## src/verilog/itch_pkg.sv

```systemverilog
package itch_pkg;

    localparam int N_STOCKS    = 4;
    localparam int WORD_W      = 32;
    localparam int MSG_WORDS   = 9;
    localparam int PAIR_WORDS  = 2 * MSG_WORDS;
    localparam int ORDER_REF_W = 62;
    localparam int TIMESTAMP_W = 48;

    typedef logic [WORD_W-1:0]              word_t;
    typedef logic [31:0]                    price_t;
    typedef logic [31:0]                    qty_t;
    typedef logic [15:0]                    locate_t;
    typedef logic [15:0]                    tracking_t;
    typedef logic [TIMESTAMP_W-1:0]         timestamp_t;
    typedef logic [ORDER_REF_W-1:0]         order_ref_t;
    typedef logic [$clog2(N_STOCKS)-1:0]    lane_idx_t;
    typedef logic [$clog2(PAIR_WORDS)-1:0]  word_idx_t;

    typedef enum logic [1:0] {
        AAPL  = 2'd0,
        AMZN  = 2'd1,
        GOOGL = 2'd2,
        MSFT  = 2'd3
    } stock_sym_t;

    // side bit of word 4
    typedef enum logic {
        BUY  = 1'b0,
        SELL = 1'b1
    } side_t;

    typedef enum logic {
        TRADE_NORMAL  = 1'b0,
        TRADE_FLAGGED = 1'b1
    } trade_t;

    typedef enum logic {
        SER_IDLE = 1'b0,
        SER_SEND = 1'b1
    } ser_state_t;

    // ascii 'A'
    localparam logic [7:0] MSG_TYPE_ADD = 8'h41;

    // first character in the top byte, space padded
    localparam logic [63:0] SYMBOL_ASCII [N_STOCKS] = '{
        64'h4141_504c_2020_2020,
        64'h414d_5a4e_2020_2020,
        64'h474f_4f47_4c20_2020,
        64'h4d53_4654_2020_2020
    };

endpackage
```

## src/verilog/order_msg_if.sv

```systemverilog
`timescale 1ns/1ps

interface order_msg_if;
    import itch_pkg::*;

    // buy message in words 0..8, sell message in words 9..17
    word_t [PAIR_WORDS-1:0] words;
    logic                   pending;
    logic                   take;

    modport lane (
        output words,
        output pending,
        input  take
    );

    // take is a single cycle pulse, only while pending
    modport drain (
        input  words,
        input  pending,
        output take
    );

endinterface

```

## src/verilog/quote_if.sv

```systemverilog
`timescale 1ns/1ps

interface quote_if;
    import itch_pkg::*;

    logic       strobe;
    order_ref_t order_ref;
    trade_t     trade_type;
    price_t     buy_price;
    price_t     sell_price;
    qty_t       quantity;
    locate_t    locate;
    tracking_t  tracking;
    timestamp_t timestamp;

    // dispatcher side
    modport source (
        output strobe, order_ref, trade_type, buy_price, sell_price,
        output quantity, locate, tracking, timestamp
    );

    // lane side, fields only valid while strobe is high
    modport sink (
        input strobe, order_ref, trade_type, buy_price, sell_price,
        input quantity, locate, tracking, timestamp
    );

endinterface

```

## src/verilog/quote_to_itch_top.sv

```systemverilog
`timescale 1ns/1ps

module quote_to_itch_top (
    input  logic                 i_clk,
    input  logic                 i_rst_n,
    input  logic                 i_quote_valid,
    input  itch_pkg::stock_sym_t i_stock_symbol,
    input  itch_pkg::trade_t     i_trade_type,
    input  itch_pkg::price_t     i_buy_price,
    input  itch_pkg::price_t     i_sell_price,
    input  itch_pkg::qty_t       i_quantity,
    input  itch_pkg::locate_t    i_locate_code,
    input  itch_pkg::tracking_t  i_tracking_number,
    input  itch_pkg::timestamp_t i_timestamp,
    output itch_pkg::word_t      o_word,
    output logic                 o_word_valid,
    output logic                 o_word_first,
    output logic                 o_word_last
);
    import itch_pkg::*;

    // one quote bus and one message bus per symbol lane
    quote_if     quote_bus [N_STOCKS] ();
    order_msg_if msg_bus   [N_STOCKS] ();

    quote_dispatcher dispatcher_i (
        .i_clk             (i_clk),
        .i_rst_n           (i_rst_n),
        .i_quote_valid     (i_quote_valid),
        .i_stock_symbol    (i_stock_symbol),
        .i_trade_type      (i_trade_type),
        .i_buy_price       (i_buy_price),
        .i_sell_price      (i_sell_price),
        .i_quantity        (i_quantity),
        .i_locate_code     (i_locate_code),
        .i_tracking_number (i_tracking_number),
        .i_timestamp       (i_timestamp),
        .q_if              (quote_bus)
    );

    for (genvar g = 0; g < N_STOCKS; g++) begin : g_lane
        order_msg_builder #(
            .LANE (g)
        ) builder_i (
            .i_clk   (i_clk),
            .i_rst_n (i_rst_n),
            .q_if    (quote_bus[g]),
            .m_if    (msg_bus[g])
        );
    end

    msg_serializer serializer_i (
        .i_clk        (i_clk),
        .i_rst_n      (i_rst_n),
        .m_if         (msg_bus),
        .o_word       (o_word),
        .o_word_valid (o_word_valid),
        .o_word_first (o_word_first),
        .o_word_last  (o_word_last)
    );

endmodule

```

## src/verilog/msg_serializer.sv

```systemverilog
`timescale 1ns/1ps

module msg_serializer (
    input  logic            i_clk,
    input  logic            i_rst_n,
    order_msg_if.drain      m_if [itch_pkg::N_STOCKS],
    output itch_pkg::word_t o_word,
    output logic            o_word_valid,
    output logic            o_word_first,
    output logic            o_word_last
);
    import itch_pkg::*;

    ser_state_t             state;
    word_idx_t              word_idx;
    lane_idx_t              last_lane;
    lane_idx_t              grant_idx;
    logic                   grant_found;
    logic [N_STOCKS-1:0]    pend_vec;
    logic [N_STOCKS-1:0]    take_vec;
    word_t [PAIR_WORDS-1:0] lane_words [N_STOCKS];
    word_t [PAIR_WORDS-1:0] pair_q;

    for (genvar g = 0; g < N_STOCKS; g++) begin : g_lane
        assign pend_vec[g]   = m_if[g].pending;
        assign lane_words[g] = m_if[g].words;
        assign m_if[g].take  = take_vec[g];
    end

    // round robin, search starts at the lane after the last served
    always_comb begin
        lane_idx_t cand;
        grant_found = 1'b0;
        grant_idx   = last_lane;
        for (int k = 1; k <= N_STOCKS; k++) begin
            cand = lane_idx_t'((int'(last_lane) + k) % N_STOCKS);
            if (!grant_found && pend_vec[cand]) begin
                grant_found = 1'b1;
                grant_idx   = cand;
            end
        end
    end

    always_comb begin
        take_vec = '0;
        if (state == SER_IDLE && grant_found) begin
            take_vec[grant_idx] = 1'b1;
        end
    end

    always_ff @(posedge i_clk) begin
        if (!i_rst_n) begin
            state        <= SER_IDLE;
            word_idx     <= '0;
            last_lane    <= lane_idx_t'(N_STOCKS - 1);
            o_word_valid <= 1'b0;
            o_word_first <= 1'b0;
            o_word_last  <= 1'b0;
        end else begin
            case (state)
                SER_IDLE: begin
                    o_word_last  <= 1'b0;
                    o_word_valid <= grant_found;
                    o_word_first <= grant_found;
                    if (grant_found) begin
                        // word 0 goes out straight from the lane
                        word_idx  <= word_idx_t'(1);
                        last_lane <= grant_idx;
                        state     <= SER_SEND;
                    end
                end
                SER_SEND: begin
                    o_word_valid <= 1'b1;
                    o_word_first <= 1'b0;
                    o_word_last  <= (word_idx == word_idx_t'(PAIR_WORDS - 1));
                    if (word_idx == word_idx_t'(PAIR_WORDS - 1)) begin
                        state <= SER_IDLE;
                    end else begin
                        word_idx <= word_idx + 1'b1;
                    end
                end
                default: state <= SER_IDLE;
            endcase
        end
    end

    always_ff @(posedge i_clk) begin
        if (state == SER_IDLE) begin
            if (grant_found) begin
                pair_q <= lane_words[grant_idx];
                o_word <= lane_words[grant_idx][0];
            end
        end else begin
            o_word <= pair_q[word_idx];
        end
    end

    a_markers_valid: assert property (
        @(posedge i_clk) disable iff (!i_rst_n)
        (o_word_first || o_word_last) |-> o_word_valid
    );

    a_single_take: assert property (
        @(posedge i_clk) disable iff (!i_rst_n) $onehot0(take_vec)
    );

endmodule

```

## src/verilog/order_msg_builder.sv

```systemverilog
`timescale 1ns/1ps

module order_msg_builder #(
    parameter int LANE = 0
) (
    input  logic      i_clk,
    input  logic      i_rst_n,
    quote_if.sink     q_if,
    order_msg_if.lane m_if
);
    import itch_pkg::*;

    word_t [PAIR_WORDS-1:0] next_words;

    // buy message first, then sell; only words 4 and 8 differ
    always_comb begin
        side_t side;
        int    base;
        next_words = '0;
        for (int s = 0; s < 2; s++) begin
            side = side_t'(s);
            base = s * MSG_WORDS;

            // tracking low byte, locate, message type
            next_words[base + 0] = {q_if.tracking[7:0], q_if.locate, MSG_TYPE_ADD};
            next_words[base + 1] = {q_if.timestamp[23:0], q_if.tracking[15:8]};
            next_words[base + 2] = {q_if.order_ref[7:0], q_if.timestamp[47:24]};
            next_words[base + 3] = q_if.order_ref[39:8];

            // flags byte, then top 22 bits of the reference
            next_words[base + 4] = {
                7'b0,
                q_if.trade_type,
                1'b0,
                side,
                q_if.order_ref[61:40]
            };

            next_words[base + 5] = q_if.quantity;
            next_words[base + 6] = SYMBOL_ASCII[LANE][31:0];
            next_words[base + 7] = SYMBOL_ASCII[LANE][63:32];
            next_words[base + 8] = (side == BUY) ? q_if.buy_price : q_if.sell_price;
        end
    end

    // a newer quote simply overwrites the held pair
    always_ff @(posedge i_clk) begin
        if (q_if.strobe) begin
            m_if.words <= next_words;
        end
    end

    // strobe wins over take so a quote at the boundary is kept
    always_ff @(posedge i_clk) begin
        if (!i_rst_n) begin
            m_if.pending <= 1'b0;
        end else if (q_if.strobe) begin
            m_if.pending <= 1'b1;
        end else if (m_if.take) begin
            m_if.pending <= 1'b0;
        end
    end

    a_take_when_pending: assert property (
        @(posedge i_clk) disable iff (!i_rst_n) m_if.take |-> m_if.pending
    );

endmodule

```

## src/verilog/quote_dispatcher.sv

```systemverilog
`timescale 1ns/1ps

module quote_dispatcher (
    input  logic                 i_clk,
    input  logic                 i_rst_n,
    input  logic                 i_quote_valid,
    input  itch_pkg::stock_sym_t i_stock_symbol,
    input  itch_pkg::trade_t     i_trade_type,
    input  itch_pkg::price_t     i_buy_price,
    input  itch_pkg::price_t     i_sell_price,
    input  itch_pkg::qty_t       i_quantity,
    input  itch_pkg::locate_t    i_locate_code,
    input  itch_pkg::tracking_t  i_tracking_number,
    input  itch_pkg::timestamp_t i_timestamp,
    quote_if.source              q_if [itch_pkg::N_STOCKS]
);
    import itch_pkg::*;

    order_ref_t            ref_cnt;
    logic                  vld_q;
    stock_sym_t            sym_q;
    order_ref_t            ref_q;
    trade_t                trade_q;
    price_t                buy_q;
    price_t                sell_q;
    qty_t                  qty_q;
    locate_t               locate_q;
    tracking_t             tracking_q;
    timestamp_t            ts_q;
    logic [N_STOCKS-1:0]   strobe_q;
    order_ref_t            ref_d2;
    trade_t                trade_d2;
    price_t                buy_d2;
    price_t                sell_d2;
    qty_t                  qty_d2;
    locate_t               locate_d2;
    tracking_t             tracking_d2;
    timestamp_t            ts_d2;

    // stage 1, capture and number the quote
    always_ff @(posedge i_clk) begin
        if (!i_rst_n) begin
            vld_q   <= 1'b0;
            ref_cnt <= '0;
        end else begin
            vld_q <= i_quote_valid;
            if (i_quote_valid) begin
                ref_cnt <= ref_cnt + 1'b1;
            end
        end
    end

    always_ff @(posedge i_clk) begin
        if (i_quote_valid) begin
            sym_q      <= i_stock_symbol;
            ref_q      <= ref_cnt;
            trade_q    <= i_trade_type;
            buy_q      <= i_buy_price;
            sell_q     <= i_sell_price;
            qty_q      <= i_quantity;
            locate_q   <= i_locate_code;
            tracking_q <= i_tracking_number;
            ts_q       <= i_timestamp;
        end
    end

    // stage 2, one-hot lane strobe from the symbol
    always_ff @(posedge i_clk) begin
        if (!i_rst_n) begin
            strobe_q <= '0;
        end else begin
            strobe_q <= vld_q ? (N_STOCKS'(1) << sym_q) : '0;
        end
    end

    always_ff @(posedge i_clk) begin
        if (vld_q) begin
            ref_d2      <= ref_q;
            trade_d2    <= trade_q;
            buy_d2      <= buy_q;
            sell_d2     <= sell_q;
            qty_d2      <= qty_q;
            locate_d2   <= locate_q;
            tracking_d2 <= tracking_q;
            ts_d2       <= ts_q;
        end
    end

    // fields are shared, only the strobe is per lane
    for (genvar g = 0; g < N_STOCKS; g++) begin : g_lane
        assign q_if[g].strobe     = strobe_q[g];
        assign q_if[g].order_ref  = ref_d2;
        assign q_if[g].trade_type = trade_d2;
        assign q_if[g].buy_price  = buy_d2;
        assign q_if[g].sell_price = sell_d2;
        assign q_if[g].quantity   = qty_d2;
        assign q_if[g].locate     = locate_d2;
        assign q_if[g].tracking   = tracking_d2;
        assign q_if[g].timestamp  = ts_d2;
    end

    a_one_lane_strobe: assert property (
        @(posedge i_clk) disable iff (!i_rst_n) $onehot0(strobe_q)
    );

endmodule

```

## config.mk

```make
export PLATFORM = sky130hd
export DESIGN_NAME = quote_to_itch_top
export DESIGN_NICKNAME = d
export VERILOG_FILES = /design/src/verilog/itch_pkg.sv /design/src/verilog/order_msg_if.sv /design/src/verilog/quote_if.sv /design/src/verilog/quote_to_itch_top.sv /design/src/verilog/msg_serializer.sv /design/src/verilog/order_msg_builder.sv /design/src/verilog/quote_dispatcher.sv
export SDC_FILE = /design/constraint.sdc
export NUM_CORES = 2
export LEC_CHECK = 0
export BUFFER_PORTS_ARGS = -buffer_cell sky130_fd_sc_hd__clkbuf_2
export CAP_MARGIN = 15
export CORE_ASPECT_RATIO = 1.4
export CORE_UTILIZATION = 30
export DETAILED_ROUTE_END_ITERATION = 10
export PLACE_DENSITY = 0.47
export RECOVER_POWER = 100
export SLEW_MARGIN = 10
export SYNTH_ARGS = -nofsm -noshare
export SYNTH_HDL_FRONTEND = slang
export SYNTH_SLANG_ARGS = --single-unit
```

## constraint.sdc

```tcl
create_clock -name i_clk -period 8.97 [get_ports i_clk]
set_clock_uncertainty 0.1 [all_clocks]
set_input_delay 1.794 -clock i_clk [delete_from_list [all_inputs] [get_ports i_clk]]
set_output_delay 1.794 -clock i_clk [all_outputs]
set_load 0.01 [all_outputs]
```

==> impl_metrics.json <==
{
  "status": "finished, violations left",
  "failed_checks": "capacitance limit, slew limit",
  "worst-r2r-setup-slack_ps": 2510,
  "grt_pass1_wl_um": 245400,
  "fp.dieW_um": 401.3,
  "cts_tree": "yes",
  "crit_fanout": 77,
  "numCtsBuffers": 182,
  "rr_startpoint": "g_lane[3].builder_i.m_if.pending",
  "cts_resized": 0,
  "grt_usage_pct": 15.12,
  "dp_slack_ps": 4345,
  "power_per_cell_area_nw_per_um2": 239.8,
  "tns_ps": 0,
  "final_cell_mix": "1714 x edfxtp_1, 766 x mux2i_1, 185 x clkbuf_16",
  "dr.pass1.iters": 6,
  "grt_max_degree": 149,
  "placement.io_buffers": 216,
  "clk_latency_ps": 840,
  "grt-ovfl-total": 0,
  "synthCells": 3512,
  "worstSetupEndpointType": "register",
  "hold_viol": 0,
  "synth_flop_cell": "edfxtp_1",
  "setup_violations": 0,
  "drt-total-wl_um": 174000,
  "dieArea_um2": 225200,
  "critPathRequiredTime_ps": 9420,
  "grt_pass1_vias": 32725,
  "drive_gt1_share_pct": 12.78,
  "clkSlewWorstSetupHoldPaths_ps": 70,
  "core_area_um2": 221300,
  "criticalPathCategory": "reg -> reg",
  "tightestPinTransition_ps": 4537,
  "syn_nets": 3697,
  "fill_cells": 20622,
  "crit_path_start": "g_lane[3].builder_i.m_if.pending",
  "fin_crit_ps": 6458,
  "drv_slew": 1395,
  "synth_edf_count": 1714,
  "syn2layout_area_growth_pct": 15.16,
  "dp_hpwl_um": 111600,
  "cts_setup_buffers": 0,
  "synthDistinctLibCells": 64,
  "vias_per_cell": 4.742,
  "vias": 32394,
  "total_leakage_power_uw": 0.02389,
  "irDropWorstVdd_mv": 0.1518,
  "cts_hold_buf": 0,
  "synthArstFlopShare_pct": 0,
  "r2r-end": "serializer_i.pair_q[259]",
  "layout_commonest_cell": "edfxtp_1",
  "dr.first_iter.drc_count": 2247,
  "cts_max_path_buffers": 4,
  "rr_worst_depth": 6,
  "boundaryPins": 217,
  "start_util_pct": 30.26,
  "max_cap_viol_count": 30,
  "place.gp.congestion": 0.8762,
  "synth-seq-cells": 1796,
  "ant_nets": 0,
  "layout_setup_ws_ps": 2512,
  "start_kind": "register",
  "cts.sinks": 1796,
  "rows": 204,
  "drc": 0,
  "maxSlewHeadroom_pct": -202.5,
  "die_h_um": 561.1,
  "cts_root_buf": "clkbuf_16",
  "syn_area_um2": 66970,
  "htree_levels": 4,
  "post_drt_wl_per_cell_um": 25.47,
  "antenna_found_initial": 10,
  "fmax_mhz": 154.8,
  "crit_path_end": "serializer_i.pair_q[259]",
  "avgSynthCellArea_um2": 19.07,
  "ys.warnings.count": 0,
  "nNetsFinal": 3990,
  "worstPathArrival_ps": 6910,
  "yosysSeqAreaShare_pct": 79.30,
  "grt_setup_unrepaired": "false",
  "hp-class": "reg -> reg",
  "period_share_pct": 72.00
}
[synthesized netlist by cell type, drive strengths merged, types with 22 or more instances]
master / number / area share (%)
mux4: 40 / 1.3
nor2: 81 / 0.45
a21oi: 74 / 0.55
clkbuf: 53 / 0.30
xor2: 29 / 0.38
mux2: 22 / 0.37
a221oi: 35 / 0.46
dfxtp: 82 / 2.5
nand2: 84 / 0.47
buf: 111 / 0.84
o21ai: 89 / 0.67
nor2b: 30 / 0.28
nand3: 35 / 0.26
mux2i: 766 / 11
or3: 25 / 0.23
nand4: 32 / 0.35
edfxtp: 1714 / 77
[metal layers]
layer | routed length, um | GRT usage [%] | share of wire, % | up-vias
met1 | 73840 | 19.15 | 42 | 16762
met5 | 35 | 0 | 0.020 | -
met2 | 86610 | 26.03 | 50 | 840
li1 | - | - | - | 14523
met3 | 7074 | 2.301 | 4.1 | 263
met4 | 6456 | 5.637 | 3.7 | 6
[area by class of cell]
type / count / area, um2 / area share, %
Sequential cell: 1796 / 53120 / 68.87
Timing Repair Buffer: 273 / 1406 / 1.823
Clock buffer: 215 / 4812 / 6.239
Inverter: 20 / 82.58 / 0.1071
Clock inverter: 107 / 1074 / 1.392
Tap cell: 2884 / 3608 / 4.679
Antenna cell: 4 / 10.01 / 0.01298
Multi-Input combinational cell: 1532 / 13010 / 16.87
[report_power, final]
| group | switching [uW] | internal [uW] | leakage [uW] |
|---|---|---|---|
| Clock | 3160 | 4400 | 0.00289 |
| Combinational | 685 | 404 | 0.00447 |
| Sequential | 273 | 9570 | 0.0165 |
[metrics by stage]
| stage | hold WS [ps] | instances | util (%) | power (uW) | instance area (um2) |
|---|---|---|---|---|---|
| 3_3_place_gp | 300.1 | 6505 | 32.32 | 11110 | 71520 |
| 5_1_grt | 310.2 | 6828 | 34.85 | 19110 | 77120 |
| 2_1_floorplan | 300.3 | 3512 | - | 10570 | 66970 |
| 4_1_cts | 303.2 | 6827 | 34.98 | 18750 | 77410 |
| 6_report | 311.9 | 6831 | 34.85 | 18500 | 77120 |
| 3_5_place_dp | 304.5 | 6505 | 32.32 | 11110 | 71520 |
[worst max-delay path, cell delays in order (launching register included)]
cell	delay (ps)
dfxtp_1	350
nor2b_1	160
o21ai_0	350
and2_0	2380
clkbuf_1	1540
buf_12	590
mux2i_1	560
[state kept, by name, summed over array words and instances, names as in the netlist, 48 cells and up]
| signal | count |
|---|---|
| dispatcher_i.ts_q | 48 |
| dispatcher_i.q_if.order_ref | 62 |
| dispatcher_i.ref_cnt | 62 |
| g_lane.builder_i.m_if.words | 956 |
| dispatcher_i.ref_q | 62 |
| dispatcher_i.q_if.timestamp | 48 |
| serializer_i.pair_q | 246 |
[how the worst min path moves through the flow]
stage / cells after the start / endpoint / start
final: 0 / dispatcher_i.q_if[0].quantity[9] / dispatcher_i.qty_q[9]
after global placement: 0 / dispatcher_i.q_if[0].order_ref[43] / dispatcher_i.ref_q[43]
after global routing: 0 / dispatcher_i.q_if[0].buy_price[31] / dispatcher_i.buy_q[31]
after CTS: 0 / dispatcher_i.q_if[0].buy_price[31] / dispatcher_i.buy_q[31]
after floorplan: 0 / dispatcher_i.q_if[0].buy_price[0] / dispatcher_i.buy_q[0]
after detailed placement: 0 / dispatcher_i.q_if[0].buy_price[21] / dispatcher_i.buy_q[21]
[kinds of logic after synthesis]
| logic type | count (synthesis) | share of synthesized area (%) |
|---|---|---|
| XOR/XNOR | 40 | 0.5231 |
| multiplexers | 828 | 13.16 |
| buffers and inverters | 184 | 1.250 |
| AND/OR/NAND/NOR | 368 | 2.886 |
| flip-flops | 1796 | 79.30 |
| adder cells (fa/ha/maj) | 4 | 0.07100 |
| AO/OA/AOI/OAI | 292 | 2.804 |
Note: power is estimated with default switching activity, not from simulation.
